<file path="config.mk">
export PLATFORM = sky130hd
export DESIGN_NAME = iter_ctrl_flat
export DESIGN_NICKNAME = d
export VERILOG_FILES = /design/src/raster_pkg.sv /design/src/iter_if.sv /design/src/iter_ctrl.sv /design/src/flat_wrapper.sv
export SDC_FILE = /design/constraint.sdc
export NUM_CORES = 1
export LEC_CHECK = 0
export BUFFER_PORTS_ARGS = -buffer_cell sky130_fd_sc_hd__buf_2
export CORE_MARGIN = 8
export CORE_UTILIZATION = 25
export CTS_BUF_LIST = sky130_fd_sc_hd__clkbuf_2
export DETAILED_ROUTE_END_ITERATION = 10
export PLACE_DENSITY = 0.55
export SLEW_MARGIN = 20
export SYNTH_ARGS = -nofsm -noshare
export SYNTH_HDL_FRONTEND = slang
export SYNTH_SLANG_ARGS = --single-unit
</file>
<file path="constraint.sdc">
create_clock -name clk -period 6.2 [get_ports clk]
set_input_delay 1.24 -clock clk [delete_from_list [all_inputs] [get_ports clk]]
set_output_delay 1.24 -clock clk [all_outputs]
set_load 0.1 [all_outputs]
</file>
<file path="src/raster_pkg.sv">
// Raster package holding fixed-point widths, coordinate types and iterator states
package raster_pkg;

    // Fixed-point format shared by positions and colours
    parameter int SIGFIG = 24;  // Bits in a coordinate or colour channel
    parameter int RADIX  = 10;  // Fraction bits, integer part sits above

    // Triangle shape
    parameter int VERTS  = 3;   // Vertices per triangle
    parameter int AXIS   = 3;   // x, y, z per vertex
    parameter int COLORS = 3;   // Colour channels

    // Signed position, integer part in [SIGFIG-1:RADIX]
    typedef logic signed [SIGFIG-1:0] coord_t;

    // Unsigned colour channel
    typedef logic [SIGFIG-1:0] color_t;

    // One-hot multisample code
    //   1000  1x, one pixel interval
    //   0100  4x, half pixel interval
    //   0010  16x, quarter pixel interval
    //   0001  64x, eighth pixel interval
    typedef logic [3:0] ss_code_t;

    // Controller states
    typedef enum logic {
        WAIT_ST,  // Idle, accepting a new box
        TEST_ST   // Walking the box
    } iter_state_t;

    // Width for look-ahead sums over a group of lanes
    // Leaves room for SAMPLES intervals past a coordinate without wrap
    function automatic int ext_width(int samples);
        return SIGFIG + $clog2(samples + 1);
    endfunction

endpackage

</file>
<file path="src/iter_if.sv">
// Iterator bus carrying box, step commands and group position between control and generator
`timescale 1ns/1ps

interface iter_if;
    import raster_pkg::*;

    // Box as seen by the generator
    coord_t box_min_x;
    coord_t box_min_y;
    coord_t box_max_x;
    coord_t box_max_y;

    // Step commands from the controller
    logic   load;        // Start at bottom-left corner, one cycle
    logic   step_right;  // Next group along the row
    logic   step_up;     // Back to min x, one row up
    logic   finish;      // Box done, drop all lanes

    // Group position fed back for edge checks
    coord_t last_x;      // x of the group's last lane
    coord_t cur_y;       // Row y
    coord_t step;        // Interval latched for this box

    modport ctrl (
        output box_min_x, box_min_y, box_max_x, box_max_y,
        output load, step_right, step_up, finish,
        input  last_x, cur_y, step
    );

    modport gen (
        input  box_min_x, box_min_y, box_max_x, box_max_y,
        input  load, step_right, step_up, finish,
        output last_x, cur_y, step
    );

endinterface

</file>
<file path="src/iter_ctrl.sv">
// Iterator controller with wait/test FSM, box register, edge detection and accept level
`timescale 1ns/1ps

module iter_ctrl #(
    parameter int SAMPLES = 2  // Lanes per group
) (
    input  logic               clk,
    input  logic               rst,
    input  logic               tri_valid,  // Level, new box offered
    input  raster_pkg::coord_t box_min_x,
    input  raster_pkg::coord_t box_min_y,
    input  raster_pkg::coord_t box_max_x,
    input  raster_pkg::coord_t box_max_y,
    output logic               accept,     // High while waiting for a box
    iter_if.ctrl               bus
);
    import raster_pkg::*;

    localparam int XW = ext_width(SAMPLES);  // Sum width, no wrap past the box

    iter_state_t state;
    iter_state_t next_state;

    coord_t min_x_q;  // Box held for the walk
    coord_t min_y_q;
    coord_t max_x_q;
    coord_t max_y_q;

    logic take;        // Box taken this cycle
    logic right_edge;  // Next group would start past max x
    logic top_edge;    // Next row would start past max y

    // Moore output, upstream stalls while testing
    assign accept = (state == WAIT_ST);
    assign take   = accept & tri_valid;

    assign bus.load = take;

    // Incoming box bypasses the register on the load cycle
    assign bus.box_min_x = take ? box_min_x : min_x_q;
    assign bus.box_min_y = take ? box_min_y : min_y_q;
    assign bus.box_max_x = take ? box_max_x : max_x_q;
    assign bus.box_max_y = take ? box_max_y : max_y_q;

    // Edges judged one interval ahead, so off-grid maxima end the walk on the last in-grid point
    assign right_edge = (XW'(bus.last_x) + XW'(bus.step)) > XW'(max_x_q);
    assign top_edge   = (XW'(bus.cur_y) + XW'(bus.step)) > XW'(max_y_q);

    always_comb begin
        next_state     = state;
        bus.step_right = 1'b0;
        bus.step_up    = 1'b0;
        bus.finish     = 1'b0;
        case (state)
            WAIT_ST: begin
                if (take) begin
                    next_state = TEST_ST;  // First group shows next cycle
                end
            end
            TEST_ST: begin
                if (right_edge && top_edge) begin
                    bus.finish = 1'b1;     // Top right group is out now
                    next_state = WAIT_ST;
                end else if (right_edge) begin
                    bus.step_up = 1'b1;    // Wrap to next row
                end else begin
                    bus.step_right = 1'b1;
                end
            end
            default: next_state = WAIT_ST;
        endcase
    end

    always_ff @(posedge clk or posedge rst) begin
        if (rst) begin
            state <= WAIT_ST;
        end else begin
            state <= next_state;
        end
    end

    // Box stays put for the whole walk
    always_ff @(posedge clk) begin
        if (take) begin
            min_x_q <= box_min_x;
            min_y_q <= box_min_y;
            max_x_q <= box_max_x;
            max_y_q <= box_max_y;
        end
    end

endmodule

</file>
<file path="src/flat_wrapper.sv">
// flat-port wrapper written by rule: the top's interface ports become plain ports
module iter_ctrl_flat import raster_pkg::*;
#(
    parameter int SAMPLES = 2                    
)
  (clk, rst, tri_valid, box_min_x, box_min_y, box_max_x, box_max_y, accept, bus_box_min_x, bus_box_min_y, bus_box_max_x, bus_box_max_y, bus_load, bus_step_right, bus_step_up, bus_finish, bus_last_x, bus_cur_y, bus_step);
  iter_if bus_i ();
  input  logic clk;
  input  logic rst;
  input  logic tri_valid;
  input  raster_pkg::coord_t box_min_x;
  input  raster_pkg::coord_t box_min_y;
  input  raster_pkg::coord_t box_max_x;
  input  raster_pkg::coord_t box_max_y;
  output logic accept;
  output wire logic [$bits(bus_i.box_min_x)-1:0] bus_box_min_x;
  output wire logic [$bits(bus_i.box_min_y)-1:0] bus_box_min_y;
  output wire logic [$bits(bus_i.box_max_x)-1:0] bus_box_max_x;
  output wire logic [$bits(bus_i.box_max_y)-1:0] bus_box_max_y;
  output wire logic [$bits(bus_i.load)-1:0] bus_load;
  output wire logic [$bits(bus_i.step_right)-1:0] bus_step_right;
  output wire logic [$bits(bus_i.step_up)-1:0] bus_step_up;
  output wire logic [$bits(bus_i.finish)-1:0] bus_finish;
  input wire logic [$bits(bus_i.last_x)-1:0] bus_last_x;
  input wire logic [$bits(bus_i.cur_y)-1:0] bus_cur_y;
  input wire logic [$bits(bus_i.step)-1:0] bus_step;
  assign bus_box_min_x = bus_i.box_min_x;
  assign bus_box_min_y = bus_i.box_min_y;
  assign bus_box_max_x = bus_i.box_max_x;
  assign bus_box_max_y = bus_i.box_max_y;
  assign bus_load = bus_i.load;
  assign bus_step_right = bus_i.step_right;
  assign bus_step_up = bus_i.step_up;
  assign bus_finish = bus_i.finish;
  assign bus_i.last_x = bus_last_x;
  assign bus_i.cur_y = bus_cur_y;
  assign bus_i.step = bus_step;
  iter_ctrl #(.SAMPLES(SAMPLES)) u_core (.clk(clk), .rst(rst), .tri_valid(tri_valid), .box_min_x(box_min_x), .box_min_y(box_min_y), .box_max_x(box_max_x), .box_max_y(box_max_y), .accept(accept), .bus(bus_i));
endmodule
</file>
# Word level (Yosys, flattened, before mapping)

Cells that the tools add are included.

Register bits after elaboration: 97
Bits of input ports: 171
Output and inout bits: 101
Word-level logic and storage cells: 27

Add/subtract/negate cells: 2
$lt $le $gt $ge: 2
Multiplexer cells: 15
Bitwise operators: 2
Reductions and logical operators: 1

Operators with widths:

| operator                                                   | number |
|---|---|
| 24-bit 2-to-1 mux                                          | 4 |
| 24-bit by 24-bit adder with 25-bit output                  | 2 |
| 25-bit by 24-bit greater-than comparator with 1-bit output | 2 |
| 1-bit 2-to-1 mux                                           | 10 |
| 1-bit case mux with 2 select lines                         | 1 |
| 1-bit bitwise AND                                          | 1 |
| 1-bit logical AND                                          | 1 |
| 1-bit inverter                                             | 1 |

# Depth between registers and ports, before layout

Depth in word-level cells: 5
Depth in mapped cells: 20

# Worst setup path after synthesis

No wires, ideal clock.

Kind: in2out
Start point: in bus_step[5]
End point: out bus_step_up
Arrival: 6635 ps
Data required time: 4960 ps
Setup slack: -1675 ps
Stages on the path: 15
Cell sequence: ha_1 > a2111o_1 > o211ai_2 > a21oi_2 > a211o_1 > a41o_1 > o41a_1 > xor2_1 > ha_1 > and4_1 > nand4_1 > nor3_1 > a2111oi_0 > a21oi_1 > nor3b_1

Cells in the longest elaborated chain, start to end: 5
Elaborated cells between the ends (all ways): 8

RTL lines:

| what                                                                                 | RTL line                         | text |
|---|---|---|
| start, declared                                                                      | flat_wrapper.sv:26               | `input wire logic [$bits(bus_i.step)-1:0] bus_step;` |
| 24-bit by 24-bit adder with 25-bit output, on equally long branches                  | iter_ctrl.sv:46, iter_ctrl.sv:47 |  |
| 25-bit by 24-bit greater-than comparator with 1-bit output, on equally long branches | iter_ctrl.sv:46, iter_ctrl.sv:47 |  |
| 1-bit 2-to-1 mux or 1-bit logical AND (tied branches)                                | iter_ctrl.sv:64, iter_ctrl.sv:61 |  |
| 1-bit 2-to-1 mux (*)                                                                 | iter_ctrl.sv:61                  | `if (right_edge && top_edge) begin` |
| 1-bit 2-to-1 mux (*)                                                                 | iter_ctrl.sv:54                  | `case (state)` |
| end, declared                                                                        | flat_wrapper.sv:22               | `output wire logic [$bits(bus_i.step_up)-1:0] bus_step_up;` |

Every way passes the cells marked *; elsewhere a longest branch is shown, timed or not.

# Worst setup path in the final report

Start point: in bus_step[4]
End point: out bus_step_right

Cells in the longest elaborated chain, start to end: 5
Elaborated cells between the ends (all ways): 8

RTL lines:

| what                                                                                 | RTL line                         | text |
|---|---|---|
| 24-bit by 24-bit adder with 25-bit output, on equally long branches                  | iter_ctrl.sv:46, iter_ctrl.sv:47 |  |
| 25-bit by 24-bit greater-than comparator with 1-bit output, on equally long branches | iter_ctrl.sv:46, iter_ctrl.sv:47 |  |
| 1-bit 2-to-1 mux or 1-bit logical AND (tied branches)                                | iter_ctrl.sv:64, iter_ctrl.sv:61 |  |
| 1-bit 2-to-1 mux (*)                                                                 | iter_ctrl.sv:61                  |  |
| 1-bit 2-to-1 mux (*)                                                                 | iter_ctrl.sv:54                  |  |
| end, declared                                                                        | flat_wrapper.sv:21               | `output wire logic [$bits(bus_i.step_right)-1:0] bus_step_right;` |

Marked as above.

==> impl_results.md <==
* Crit Path Max Fanout at 3
* Initial core utilization at 25.2%
* Seq/Total Area, Yosys at between 30% and 40%
* Initial antenna violation count at 4
* Root Buffer: clkbuf_2
* CTS Sinks at 97
* Pin count of the biggest net entering global routing at 51
* Synth Flop Type: dfxtp_1
* Vias per cell at between 4 and 5
* Final wirelength at 22.0 mm
* Dpl hpwl at 18.7 mm
* Setup ws final at -0.0115 ns
* Rows at between 50 and 60
* Min Clock Period, post-route at 6.21 ns
* EDFF count, synth at 0
* Max-cap check violation count at 0
* Largest area contributor in the netlist: dfxtp_1
* Reg2reg start: u_core.max_x_q[6]
* DR vias at 6263
* Top cells by area, synth: dfxtp_1 30%, ha_1 19%, mux2_2 8.7%
* Port buffer count at 271
* Final Wtd Congestion at 0.872
* Drt initial violations at 299
* Yosys cell types at 55
* RSZ-0062 raised after global routing: yes
* Overflow after GRT at 0
* Pins Over Slew Limit at 0
* Htree depth at 3
* Nature of the critical path startpoint: input pin
* Top delay family on crit path: compound AO/OA/AOI/OAI gates
* Least-Margin Pin Slew at 0.846 ns
* Layout cell share with drive strength beyond 1 at 41.8%
* Final count of hold timing violations at 0
* CP Cell Sequence: buf_2, ha_4, a2111o_1, o211ai_2, a21oi_2, a211o_1, a41o_1, o41a_1, xor2_1, ha_1, and4_1, nand4_1, nor3_2, nand4_1, a21oi_2, a21oi_2, buf_4, nor2_4, buf_12
* Area share of the largest cell type after synthesis at between 20% and 30%
* Worst EP arrival at between 4 and 5 ns
* Reg2Reg Depth at 10
* Layout Skew at about 0.079 ns
* Mean post-synth cell area at 8.78 µm²
* TritonCTS buffer count at 9
* TritonCTS clock tree: done
* Max frequency at 161 MHz
* Period utilisation layout at 100%
* Drt drc at 0
* Vias in the first global route at around 6.5k
* Critical path class: in2out
* Io pins at 272
* Post-synthesis cell count at between 700 and 800
* Most common cell in the netlist: ha_1
* Endpoint class of the critical path: primary output
* GRT Overall Usage at 13.8%
* Slowest-stage cell, CP: a2111o_1
* First-pass GRT wire length at 34.2 mm
* Synth Cell Area at ~6500 µm²
* Worst-skew pair later-pin latency at 0.68 ns
* Maximum buffer depth of the clock tree at 2
* Commonest cells in the netlist: 98 x ha_1, 96 x dfxtp_1, 68 x nand2_1
* # nets final at approximately 1.3k
* Die W at about 180 µm
* Reg2Reg Setup Slack at 3.99 ns
* Layout area overhead at 41.4%
* DIE AREA at 31400 µm²
* Fraction of registers with async set/reset at ~1.0%
* Most common cell on crit path: a21oi_2
* Final setup violating endpoints at 1
* Yosys warns at 0
* Run status: finished, violations left
* DRT Pass-1 Iters at 4
* Final ANT Viol Nets at 0
* Pre-CTS setup slack at -0.305 ns
* FF-to-FF End: u_core.state
* Die Ht at ~180 µm
* Tightest Hold Check Type: in2async
* CP startpoint: bus_step[4]
* Routed len/inst at roughly 16 µm
* Max incr delay on CP at 0.45 ns
* Worst EP required at 4.96 ns
* Buf/Inv on CP at 3
* Syn Nets at 1010
* Std-Cell Core Area at 25800 µm²
* Register bit total from synthesis at 97
* Reg clk slew, reported paths at ~0.41 ns
* Rel. slew slack at 43.5%
* Failing checks: setup timing
layout by cell type (no fill, tap or decap), drive strengths merged, types with 35 or more instances in the layout:
cell type  instances
dfxtp             96
o21ai             69
a21oi             55
inv               70
ha                98
a21o              35
buf              333
mux2              50
nand2             68
routing by layer:
layer  track usage (%)  part of all wire (%)
met1              16.6                    45
met2              23.1                    46
met3              5.12                   8.3
met4              2.80                  0.90
met5                 0                  0.16
registers in the layout, indices dropped and copies added (netlist names):
register        count
u_core.state        1
u_core.max_x_q     24
u_core.max_y_q     24
u_core.min_x_q     24
u_core.min_y_q     24
cell families after synthesis:
kind of cell,after synthesis,synth area share (%)
compound gates,203,19.4
buf+inv,83,4.80
flops,97,30.0
fa+ha+maj,100,19.5
xor+xnor,42,5.67
mux,50,8.68
simple gates,164,11.9
worst max path at each step:
stage	to	slack, ns	depth (start not counted)
after floorplan	bus_step_up	-0.22	15
after global placement	bus_step_right	-0.29	18
after detailed placement	bus_finish	-0.31	17
after CTS	bus_step_right	-0.03	19
after global routing	bus_step_right	-0.20	19
final	bus_step_right	-0.01	19
final cells by class:
type,instances,area (µm²)
fillers,2678,16600
multi-input cells,559,4510
flip-flops and latches,97,1950
repair buffers,333,1910
well taps,335,419
inverters,66,248
clock inverters,7,88.8
clock buffers,9,45.0
diodes,1,2.50
stage by stage:
stage | std cells | instance area [µm²] | hold slack [ns] | utilization, % | setup TNS [ns]
CTS | 1406 | 9100 | 0.168 | 35.3 | -0.0657
global route | 1407 | 9170 | 0.159 | 35.6 | -0.522
floorplan | 739 | 6520 | 0.498 | - | -0.216
detailed placement | 1387 | 8750 | 0.459 | 34.0 | -0.832
global placement | 1387 | 8750 | 0.453 | 34.0 | -0.784
finish | 1407 | 9170 | 0.286 | 35.6 | -0.0115
repair_timing:
item                       in CTS  in global routing
setup buffers                   3                  0
hold buffers                    0                  0
pin swaps                      25                 14
gates resized for setup        43                 14
setup endpoints to repair       3                  3
Power is left out: the tool's default activity adds up to more than one toggle a clock period on the data nets, which glitch-free logic cannot reach.
