## src/raster_pkg.sv

```systemverilog
// Raster package holding fixed-point widths, coordinate types and iterator states
package raster_pkg;

    // Fixed-point format shared by positions and colours
    parameter int SIGFIG = 24;  // Bits in a coordinate or colour channel
    parameter int RADIX  = 10;  // Fraction bits, integer part sits above

    // Triangle shape
    parameter int VERTS  = 3;   // Vertices per triangle
    parameter int AXIS   = 3;   // x, y, z per vertex
    parameter int COLORS = 3;   // Colour channels

    // Signed position, integer part in [SIGFIG-1:RADIX]
    typedef logic signed [SIGFIG-1:0] coord_t;

    // Unsigned colour channel
    typedef logic [SIGFIG-1:0] color_t;

    // One-hot multisample code
    //   1000  1x, one pixel interval
    //   0100  4x, half pixel interval
    //   0010  16x, quarter pixel interval
    //   0001  64x, eighth pixel interval
    typedef logic [3:0] ss_code_t;

    // Controller states
    typedef enum logic {
        WAIT_ST,  // Idle, accepting a new box
        TEST_ST   // Walking the box
    } iter_state_t;

    // Width for look-ahead sums over a group of lanes
    // Leaves room for SAMPLES intervals past a coordinate without wrap
    function automatic int ext_width(int samples);
        return SIGFIG + $clog2(samples + 1);
    endfunction

endpackage

```

## src/iter_if.sv

```systemverilog
// Iterator bus carrying box, step commands and group position between control and generator
`timescale 1ns/1ps

interface iter_if;
    import raster_pkg::*;

    // Box as seen by the generator
    coord_t box_min_x;
    coord_t box_min_y;
    coord_t box_max_x;
    coord_t box_max_y;

    // Step commands from the controller
    logic   load;        // Start at bottom-left corner, one cycle
    logic   step_right;  // Next group along the row
    logic   step_up;     // Back to min x, one row up
    logic   finish;      // Box done, drop all lanes

    // Group position fed back for edge checks
    coord_t last_x;      // x of the group's last lane
    coord_t cur_y;       // Row y
    coord_t step;        // Interval latched for this box

    modport ctrl (
        output box_min_x, box_min_y, box_max_x, box_max_y,
        output load, step_right, step_up, finish,
        input  last_x, cur_y, step
    );

    modport gen (
        input  box_min_x, box_min_y, box_max_x, box_max_y,
        input  load, step_right, step_up, finish,
        output last_x, cur_y, step
    );

endinterface

```

## src/sample_gen.sv

```systemverilog
// Sample generator decoding the interval and stepping a group of lanes across the box
`timescale 1ns/1ps

module sample_gen #(
    parameter int SAMPLES = 2  // Lanes per group
) (
    input  logic                 clk,
    input  logic                 rst,
    input  raster_pkg::ss_code_t subsample,                  // One-hot multisample code
    iter_if.gen                  bus,
    output raster_pkg::coord_t   sample_x [SAMPLES-1:0],     // Lane x
    output raster_pkg::coord_t   sample_y [SAMPLES-1:0],     // Lane y, one row per group
    output logic                 sample_valid [SAMPLES-1:0]  // Lane inside the box
);
    import raster_pkg::*;

    localparam int XW = ext_width(SAMPLES);  // Lane x before truncation

    coord_t interval;  // Decoded from subsample
    coord_t step_q;    // Interval for the current box
    coord_t row_y;     // Current row

    coord_t nx_org;    // Next group's first lane x
    coord_t nx_y;
    coord_t nx_step;
    logic   move;      // Any step this cycle

    logic signed [XW-1:0] lane_x [SAMPLES-1:0];  // Next lane x, wide for the bound check

    // One-hot code to interval
    // Bit 3 lands on the integer LSB, each lower bit halves the interval
    assign interval = coord_t'(subsample) << (RADIX - 3);

    assign move = bus.load | bus.step_right | bus.step_up;

    always_comb begin
        nx_org  = sample_x[0];
        nx_y    = row_y;
        nx_step = step_q;
        if (bus.load) begin
            nx_org  = bus.box_min_x;  // Bottom-left corner
            nx_y    = bus.box_min_y;
            nx_step = interval;
        end else if (bus.step_up) begin
            nx_org = bus.box_min_x;
            nx_y   = row_y + step_q;
        end else if (bus.step_right) begin
            nx_org = sample_x[SAMPLES-1] + step_q;  // One interval past the last lane
        end

        // Lanes one interval apart in x
        lane_x[0] = XW'(nx_org);
        for (int i = 1; i < SAMPLES; i++) begin
            lane_x[i] = lane_x[i-1] + XW'(nx_step);
        end
    end

    // Positions only change on a step
    always_ff @(posedge clk) begin
        if (move) begin
            step_q <= nx_step;
            row_y  <= nx_y;
            for (int i = 0; i < SAMPLES; i++) begin
                sample_x[i] <= coord_t'(lane_x[i]);
            end
        end
    end

    always_ff @(posedge clk or posedge rst) begin
        if (rst) begin
            for (int i = 0; i < SAMPLES; i++) begin
                sample_valid[i] <= 1'b0;
            end
        end else if (bus.finish) begin
            for (int i = 0; i < SAMPLES; i++) begin
                sample_valid[i] <= 1'b0;  // Walk over
            end
        end else if (move) begin
            for (int i = 0; i < SAMPLES; i++) begin
                sample_valid[i] <= (lane_x[i] <= XW'(bus.box_max_x));  // Trailing lanes past max x drop
            end
        end
    end

    // All lanes share the row
    always_comb begin
        for (int i = 0; i < SAMPLES; i++) begin
            sample_y[i] = row_y;
        end
    end

    // Group position back to the controller
    assign bus.last_x = sample_x[SAMPLES-1];
    assign bus.cur_y  = row_y;
    assign bus.step   = step_q;

endmodule

```

## src/flat_wrapper.sv

```systemverilog
// flat-port wrapper written by rule: the top's interface ports become plain ports
module sample_gen_flat import raster_pkg::*;
#(
    parameter int SAMPLES = 2                    
)
  (clk, rst, subsample, sample_x, sample_y, sample_valid, bus_box_min_x, bus_box_min_y, bus_box_max_x, bus_box_max_y, bus_load, bus_step_right, bus_step_up, bus_finish, bus_last_x, bus_cur_y, bus_step);
  iter_if bus_i ();
  input  logic clk;
  input  logic rst;
  input  raster_pkg::ss_code_t subsample;
  output raster_pkg::coord_t sample_x[SAMPLES-1:0];
  output raster_pkg::coord_t sample_y[SAMPLES-1:0];
  output logic sample_valid[SAMPLES-1:0];
  input wire logic [$bits(bus_i.box_min_x)-1:0] bus_box_min_x;
  input wire logic [$bits(bus_i.box_min_y)-1:0] bus_box_min_y;
  input wire logic [$bits(bus_i.box_max_x)-1:0] bus_box_max_x;
  input wire logic [$bits(bus_i.box_max_y)-1:0] bus_box_max_y;
  input wire logic [$bits(bus_i.load)-1:0] bus_load;
  input wire logic [$bits(bus_i.step_right)-1:0] bus_step_right;
  input wire logic [$bits(bus_i.step_up)-1:0] bus_step_up;
  input wire logic [$bits(bus_i.finish)-1:0] bus_finish;
  output wire logic [$bits(bus_i.last_x)-1:0] bus_last_x;
  output wire logic [$bits(bus_i.cur_y)-1:0] bus_cur_y;
  output wire logic [$bits(bus_i.step)-1:0] bus_step;
  assign bus_i.box_min_x = bus_box_min_x;
  assign bus_i.box_min_y = bus_box_min_y;
  assign bus_i.box_max_x = bus_box_max_x;
  assign bus_i.box_max_y = bus_box_max_y;
  assign bus_i.load = bus_load;
  assign bus_i.step_right = bus_step_right;
  assign bus_i.step_up = bus_step_up;
  assign bus_i.finish = bus_finish;
  assign bus_last_x = bus_i.last_x;
  assign bus_cur_y = bus_i.cur_y;
  assign bus_step = bus_i.step;
  sample_gen #(.SAMPLES(SAMPLES)) u_core (.clk(clk), .rst(rst), .subsample(subsample), .bus(bus_i), .sample_x(sample_x), .sample_y(sample_y), .sample_valid(sample_valid));
endmodule
```

## config.mk

```make
export PLATFORM = sky130hd
export DESIGN_NAME = sample_gen_flat
export DESIGN_NICKNAME = d
export VERILOG_FILES = /design/src/raster_pkg.sv /design/src/iter_if.sv /design/src/sample_gen.sv /design/src/flat_wrapper.sv
export SDC_FILE = /design/constraint.sdc
export NUM_CORES = 1
export LEC_CHECK = 0
export BUFFER_PORTS_ARGS = -buffer_cell sky130_fd_sc_hd__buf_2
export CAP_MARGIN = 5
export CORE_MARGIN = 5
export CORE_UTILIZATION = 32
export DETAILED_ROUTE_END_ITERATION = 10
export PLACE_DENSITY = 0.64
export SLEW_MARGIN = 25
export SYNTH_ARGS = -nofsm -noshare
export SYNTH_HDL_FRONTEND = slang
export SYNTH_SLANG_ARGS = --single-unit
```

## constraint.sdc

```tcl
create_clock -name clk -period 6 [get_ports clk]
set_clock_uncertainty 0.2 [all_clocks]
set_input_delay 1.2 -clock clk [delete_from_list [all_inputs] [get_ports clk]]
set_output_delay 1.2 -clock clk [all_outputs]
set_load 0.005 [all_outputs]
```

Yosys cells after proc, flatten, opt, wreduce, memory -nomap -nowiden
Cells that the tools add are included.
{ "totals": {"register_bits": 98, "input_bits": 106, "output_inout_bits": 170, "elab_cells": 24} }
{ "classes": {"n_addsub": 3, "n_lt_le_gt_ge": 2, "mux": 8, "bitwise_logic": 2, "n_reduce_logical": 3} }
{ "op_table": {"columns": ["operator", "n"], "rows": [
  ["24-bit two-way mux", 6],
  ["24-bit adder", 2],
  ["24-bit by 24-bit adder with 25-bit output", 1],
  ["25-bit by 24-bit less-or-equal comparator with 1-bit output", 1],
  ["24-bit less-or-equal comparator", 1],
  ["2-bit two-way mux", 2],
  ["2-bit nonzero test", 2],
  ["1-bit bitwise OR", 2],
  ["2-bit AND reduction", 1]
]} }

Logic depth before layout (Yosys ltp)
Gate-level depths: netlist of run 1.
{ "logic_depth": {"ltp_word": 8, "mapped_depth": 30, "ltp_nobuf": 30} }

Worst setup path before layout of run 1
Ideal clock, no wire load.
{ "synth_timing": {"kind": "input to register", "start": "in bus_load", "end": "reg u_core.sample_valid[1] (netlist name)", "setup_ns": 0.088, "t_arrival_ns": 6.138, "required_time_ns": 5.712, "path_slack_ns": -0.427, "path_stages": 25, "n_path_buf": 3, "path_cell_list": "buf_2 -> nor2_1 -> inv_1 -> clkbuf_1 -> buf_1 -> nand2_1 -> o21ai_0 -> ha_1 -> nor2b_1 -> o21ai_0 -> a21boi_0 -> o2111ai_1 -> nand2_1 -> a41o_1 -> a21oi_1 -> xnor2_1 -> ha_1 -> nand4_1 -> nor2_1 -> nand4_1 -> nor4_1 -> mux2i_1 -> a211oi_1 -> a31oi_1 -> nor3_1"} }
{ "synth_rtl": {"columns": ["element", "line", "text"], "rows": [
  ["start: declaration", "flat_wrapper.sv:18", "input wire logic [$bits(bus_i.load)-1:0] bus_load;"],
  ["end signal: indexed assignment", "sample_gen.sv:80", "sample_valid[i] <= (lane_x[i] <= XW'(bus.box_max_x));"],
  ["end: declaration", "sample_gen.sv:13", "output logic sample_valid [SAMPLES-1:0]"]
]} }

==> summary.md, run 1 <==
| Metric | Value |
|---|---|
| Slew Viols, Final | `0` |
| CP endpoint | `u_core.sample_valid[1]` |
| WP data required | `6.07 ns` |
| Pwr dens | `281 mW/mm²` |
| Number of synthesized register bits | `98` |
| Syn_nets | `around 1,200` |
| Psw | `between 1 and 1.5 mW` |
| Nets | `around 1,500` |
| Port bufs | `251` |
| Max_slew headroom | `0.327` |
| Startpoint Class | `flip-flop` |
| Vias per inst | `approximately 5` |
| Sequential fraction of design power | `0.320` |
| Inserted Clock Buffers | `9` |
| Chip Height | `between 150 and 200 µm` |
| Internal Power | `a little under 2 mW` |
| WL final | `28,500 µm` |
| First-pass GRT wire length | `~42,000 µm` |
| Crit path setup slack, layout | `between 0.04 and 0.05 ns` |
| Crit-path max cell delay | `around 0.57 ns` |
| Largest net degree at the start of global routing | `74` |
| Post-synth top cells | `ha_1 (120), edfxtp_1 (96), o21ai_0 (77), buf_4 (72), nand2_1 (68)` |
| Core ar. | `0.0276 mm²` |
| Area share of the largest cell type after synthesis | `0.323` |
| # fillers | `about 2,800` |
| Synth top area cells | `edfxtp_1 (32%), ha_1 (17%), buf_4 (6.1%)` |
| I/O pin cnt | `~280` |
| TritonCTS clock tree | `done` |
| DRC | `0` |
| Synth Instances | `~960` |
| Routed WL per cell | `between 15 and 20 µm` |
| IR drop worst, VDD | `about 0.15 mV` |
| Outcome | `finished, final reports clean` |
| DRT Pass-1 Iters | `5` |
| Sequential share of the synthesized area | `0.329` |
| Clock Latency Late Sink | `between 0.3 and 0.4 ns` |
| Hold slack | `about 0.39 ns` |
| RR Startpoint | `u_core.bus.last_x[5]` |
| Largest area contributor in the netlist | `edfxtp_1` |
| Synth unique cells | `64` |
| Combinational Power Share | `0.491` |
| Sinks on Clock Net | `98` |
| N_diodes | `0` |
| GRT Resource Usage Total | `0.175` |
| Net Sw Frac | `0.381` |
| Reg2reg setup slack | `between 0.04 and 0.05 ns` |
| Hold_buf cts | `0` |
| Clk pwr share | `0.189` |
| Mapped Area | `between 0.008 and 0.009 mm²` |
| Cell with the most instances after synthesis | `ha_1` |
| Worst hold path type | `reg -> reg` |
| Worst Tran Pin Value | `around 1 ns` |
| Die W | `between 150 and 200 µm` |
| Share of cells above drive strength 1 | `0.346` |
| Number of synthesized flops with an enable pin | `96` |
| Remaining antenna violation count | `0` |
| Vias in the first global route | `7,541` |
| RD Place Congestion | `a little over 0.9` |
| YS warnings | `0` |
| Clock-pin slew on the worst setup and hold paths | `roughly 0.07 ns` |
| CP max stage cell | `or4_1` |
| P_leak | `5.56 nW` |
| Initial antenna violation count | `1` |
| RSZ-0062 raised after global routing | `true` |
| Area Growth Syn to Fin | `27.0%` |
| Worst Setup SP | `u_core.bus.last_x[5]` |
| Worst Path Arrival | `around 6 ns` |
| Clock period minus worst slack | `roughly 6.0 ns` |
| Die area | `roughly 0.031 mm²` |
| Vias | `between 7,000 and 8,000` |
| Root Driver | `clkbuf_16` |
| Synth async-reset ratio | `0.0204` |
| DR iter-0 viols | `483` |
| Hpwl dp | `23,700 µm` |
| H-tree Lvls | `3` |
| Max-cap violations | `0` |
| Clk buf depth | `2` |
| Final setup vio count | `0` |
| WS Path Type | `reg -> reg` |
| Final hold violation count | `0` |
| Reg2reg path depth | `26` |
| Total gr overflow | `0` |
| FMAX | `around 170 MHz` |
| Final period util | `0.992` |
| Initial Util | `0.323` |
| Std cell rows | `about 60` |
| CP max FO | `3` |
| Pre-CTS setup slack | `-0.599 ns` |
| Ys flop type | `edfxtp_1` |
| Avg Synthesized Cell Area | `9.33 µm²` |
| Crit Reg-Reg Endpoint | `u_core.sample_valid[1]` |
| CP endpoint kind | `flip-flop` |
-- power by group through the flow --
| stage | registers, mW | logic [mW] | clock network [mW] |
|---|---|---|---|
| after detailed placement | 1.04 | 1.50 | 0 |
| final | 1.02 | 1.56 | 0.602 |
| after global routing | 1.04 | 1.73 | 0.643 |
| after global placement | 1.03 | 1.48 | 0 |
| after floorplan | 1.01 | 1.00 | 0 |
| after CTS | 1.02 | 1.52 | 0.617 |
-- placed cells by master, fill, tap and decap left out, types with 3 or more instances in the layout --
cell / count
a211oi_1: 8
a211oi_2: 3
a21boi_0: 3
a21o_1: 33
a21oi_1: 58
a21oi_2: 9
a311oi_1: 3
a31oi_1: 6
and2_1: 6
and3_1: 11
buf_2: 251
buf_4: 110
clkbuf_16: 9
edfxtp_1: 96
ha_1: 118
inv_1: 59
mux2_2: 7
mux2i_1: 12
nand2_1: 67
nand2b_1: 13
nand3_1: 15
nand4_1: 15
nor2_1: 43
nor2b_1: 29
nor3_1: 12
nor4_1: 3
o211ai_1: 5
o21a_1: 18
o21ai_0: 62
o21ai_1: 14
o21ai_2: 5
o21bai_1: 8
o31ai_1: 4
or2_2: 3
or3_1: 3
xnor2_1: 32
xor2_1: 24
-- cell families (layout without fill, tap and decap cells) --
logic type / Yosys count / after routing / synth area share
compound gates: 267 / 267 / 0.189
fa+ha+maj: 123 / 123 / 0.175
buf+inv: 152 / 439 / 0.0946
mux: 19 / 19 / 0.0223
flops: 98 / 98 / 0.329
simple gates: 240 / 240 / 0.135
xor+xnor: 56 / 56 / 0.0550
-- worst max-delay path: cells and delay by family (launching register included) --
kind	cells	cell delay, ns
AND/OR/NAND/NOR	5	1.45
adder cells (fa/ha/maj)	3	0.78
multiplexers	1	0.12
AO/OA/AOI/OAI	16	2.70
flip-flops	1	0.43
XOR/XNOR	1	0.19
-- worst min-delay path by stage --
stage,from,endpoint,cells after the start
floorplan,u_core.sample_valid[0],u_core.sample_valid[0],2
global placement,u_core.sample_valid[0],u_core.sample_valid[0],2
detailed placement,u_core.sample_valid[0],u_core.sample_valid[0],2
CTS,u_core.sample_valid[0],u_core.sample_valid[0],2
global route,u_core.sample_valid[0],u_core.sample_valid[0],2
finish,u_core.sample_valid[0],u_core.sample_valid[0],2
-- sequential cells by signal, indices dropped and copies added (netlist names) --
name	count
u_core.bus.cur_y	24
u_core.bus.last_x	24
u_core.bus.step	24
u_core.sample_x	24
u_core.sample_valid	2
-- metal layers --
layer | wire (µm) | track usage | vias to the layer above
met5 | 20 | 0 | -
met4 | 688 | 0.0587 | 2
met3 | 1760 | 0.0239 | 33
met2 | 13400 | 0.296 | 237
met1 | 12600 | 0.230 | 3684
li1 | - | - | 4002
-- repair_timing --
item	in CTS	in global routing
pin swaps	10	29
cloned	0	0
endpoints found under the setup margin	1	1
resized for setup	12	39
endpoints found under the hold margin	0	0
buffers inserted	2	5
-- cell type report --
cell class	instances	area, µm²	share of cell area
clock buffers	10	229	0.0202
clock inverters	6	65.1	0.00575
inverters	62	233	0.0206
multi-input cells	705	5300	0.469
flip-flops and latches	98	2930	0.259
well taps	378	473	0.0418
repair buffers	361	2080	0.184
-- through the flow --
step	setup TNS [ns]	utilization	instances	instance area, µm²	total power [mW]
3_5_place_dp	-0.599	0.391	1597	10800	2.53
6_report	0	0.410	1620	11300	3.18
3_3_place_gp	-0.442	0.391	1597	10800	2.51
4_1_cts	0	0.404	1615	11200	3.16
2_1_floorplan	0	-	955	8910	2.01
5_1_grt	-0.265	0.410	1620	11300	3.41
(Power assumes the default switching activity.)
==> inputs of run 2 (changes only) <==
- ABC_AREA: unset -> 1
==> run 2 against run 1 <==
Compared with the run above:
- worst hold slack lost 0.10 ns
- flip-flop and latch count stayed put
- total power shrank 6.5%
- utilization is 2.9 points lower
- clock power increased by 2%
- global-route usage shrank 0.19 points
- setup slack better by 0.46 ns
- clock-buffer cell count increased by 1
- via count increased by 6.8%
- critical path depth is 4 higher
- critical path type is now in -> reg
- largest power group unchanged
==> summary.md, run 2 <==
| Metric | Value |
|---|---|
| Vias per inst | `about 4.8` |
| Mapped Area | `0.00927 mm²` |
| DRC | `0` |
| Avg Synthesized Cell Area | `between 7 and 8 µm²` |
| Die W | `180 µm` |
| Synth top area cells | `edfxtp_1 (31%), ha_1 (16%), nand2_1 (11%)` |
| First-pass GRT wire length | `44,500 µm` |
| N_diodes | `0` |
| Sinks on Clock Net | `~100` |
| WL final | `roughly 29,000 µm` |
| Synth Instances | `~1,200` |
| Core ar. | `between 0.02 and 0.03 mm²` |
| Share of cells above drive strength 1 | `0.248` |
| TritonCTS clock tree | `done` |
| Port bufs | `between 200 and 300` |
| Most frequent cells in the layout | `nand2_1 (283), buf_2 (251), inv_1 (137)` |
| CP endpoint kind | `flip-flop` |
| Max-cap violations | `0` |
| Nets | `1,610` |
| WS Path Type | `in -> reg` |
| Vias in the first global route | `8,288` |
| Inserted Clock Buffers | `9` |
| Die area | `about 0.032 mm²` |
| H-tree Lvls | `3` |
| Crit-path max cell delay | `slightly below 0.4 ns` |
| Std cell rows | `62` |
| Sequential share of the synthesized area | `0.316` |
| Ys flop type | `edfxtp_1` |
| Final period util | `0.915` |
| Slew Viols, Final | `0` |
| Worst Tran Pin Value | `between 0.9 and 1 ns` |
| Worst path bufs/invs | `4` |
| DRT Pass-1 Iters | `5` |
| Worst hold path type | `reg -> reg` |
| GRT Resource Usage Total | `0.173` |
| Max_slew headroom | `0.361` |
| I/O pin cnt | `between 200 and 300` |
| # fillers | `2,968` |
| Largest area contributor in the netlist | `edfxtp_1` |
| Worst Path Arrival | `5.54 ns` |
| RD Place Congestion | `~0.94` |
| Hold_buf cts | `0` |
| Pwr dens | `between 200 and 300 mW/mm²` |
| Setup TNS | `0 ns` |
| Outcome | `finished, final reports clean` |
| Synth async-reset ratio | `0.0204` |
| Routed WL per cell | `approximately 16 µm` |
| Total gr overflow | `0` |
| Clock period minus worst slack | `5.49 ns` |
| Startpoint Class | `primary input` |
| Post-synth top cells | `nand2_1 (283), inv_1 (138), ha_1 (120), a21oi_1 (99), edfxtp_1 (96)` |
| DR iter-0 viols | `about 510` |
| Clock-pin slew on the worst setup and hold paths | `around 0.07 ns` |
| Syn_nets | `roughly 1,400` |
| Cell with the most instances after synthesis | `nand2_1` |
| Final setup vio count | `0` |
| Area share of the largest cell type after synthesis | `0.311` |
| Commonest non-fill, non-tap cell in the layout | `nand2_1` |
| Area Growth Syn to Fin | `17.7%` |
| Initial Util | `0.324` |
| CP max stage cell | `fa_1` |
| Placed Instances | `1,754` |
| IR drop worst, VDD | `about 0.12 mV` |
| CP max FO | `8` |
| RSZ-0062 raised after global routing | `false` |
| Hpwl dp | `24,700 µm` |
| Vias | `8,502` |
| Number of synthesized register bits | `~100` |
| Remaining antenna violation count | `0` |
| Cell mode on critical path | `nand2_1` |
| Synth unique cells | `47` |
| Initial antenna violation count | `1` |
| Chip Height | `180 µm` |
| Root Driver | `clkbuf_16` |
| P_leak | `5.65 nW` |
| WP data required | `6.05 ns` |
| Largest net degree at the start of global routing | `74` |
| Final Non-Filler Cells | `around 1,800` |
| Final hold violation count | `0` |
| Setup Fix Bufs, Post-CTS | `0` |
| DP Area | `0.0106 mm²` |
| Number of synthesized flops with an enable pin | `96` |
| Top delay family on crit path | `compound AO/OA/AOI/OAI gates` |
| Design area | `about 0.011 mm²` |
| YS warnings | `0` |
| Clk buf depth | `2` |
| FMAX | `182 MHz` |
| Clock Latency Late Sink | `about 0.36 ns` |
-- run 2: cell count changes after synthesis, moves of 22 or more --
cell,change
nor2_1,+37
nand2_1,+215
a21oi_1,+34
nor2b_1,-30
xnor2_1,-22
a21o_1,-29
nand3_1,+28
inv_1,+77
-- run 2: kinds of logic after synthesis --
logic type               share of synthesized area
flip-flops                                   0.316
adder cells (fa/ha/maj)                      0.168
AO/OA/AOI/OAI                                0.141
buffers and inverters                        0.123
AND/OR/NAND/NOR                              0.226
XOR/XNOR                                    0.0255
-- run 2: final timing paths --
check                      depth (start not counted)                    from                endpoint  slack, ns
hold / removal                                     2  u_core.sample_valid[1]  u_core.sample_valid[1]       0.29
setup reg to reg                                  33    u_core.bus.last_x[0]  u_core.sample_valid[1]       0.53
max in group asynchronous                          2                     rst  u_core.sample_valid[1]       5.01
setup / recovery                                  30                bus_load  u_core.sample_valid[1]       0.51
hold reg to reg                                    2  u_core.sample_valid[1]  u_core.sample_valid[1]       0.29
min in group asynchronous                          2                     rst  u_core.sample_valid[0]       0.48
-- run 2: what timing repair did --
| item | in CTS | in global routing |
|---|---|---|
| hold endpoints to repair | 0 | 0 |
| gates resized for setup | 0 | 10 |
| setup endpoints to repair | 0 | 1 |
-- run 2: worst reg2reg max path, delay by kind of cell (launching register included) --
family | cells | cell delay (ns)
AOI/OAI and AO/OA | 13 | 1.81
and+or+nand+nor | 15 | 1.77
DFF | 1 | 0.39
buffers and inverters | 1 | 0.06
adders and majority gates | 4 | 1.19
-- run 2: area by class of cell --
type,instances,area [µm²],area share
multi-input cells,860,5250,0.481
flip-flops and latches,98,2930,0.269
repair buffers,272,1410,0.130
inverters,140,531,0.0486
well taps,384,480,0.0440
clock buffers,11,243,0.0222
clock inverters,5,60.1,0.00550
-- run 2: per-stage QoR --
step	util	setup WS (ns)	hold WS [ns]	power [mW]
after floorplan	-	0.0742	0.272	1.97
after global placement	0.369	0.178	0.262	2.34
after detailed placement	0.369	0.174	0.273	2.37
after CTS	0.380	0.242	0.291	2.99
after global routing	0.381	0.0499	0.312	3.22
final	0.381	0.512	0.288	2.98
-- run 2: layer usage --
| metal | global-route usage | wire [µm] | vias up |
|---|---|---|---|
| li1 | - | - | 4365 |
| met3 | 0.0303 | 1630 | 60 |
| met4 | 0.0841 | 1280 | 2 |
| met2 | 0.288 | 13300 | 275 |
| met5 | 0 | 13 | - |
| met1 | 0.217 | 12800 | 3800 |
-- run 2: power breakdown --
| part | internal, mW | switching (mW) | leakage [nW] |
|---|---|---|---|
| sequential | 0.894 | 0.122 | 1.05 |
| combinational | 0.543 | 0.805 | 4.45 |
| clock | 0.338 | 0.276 | 0.147 |
| total | 1.77 | 1.20 | 5.65 |
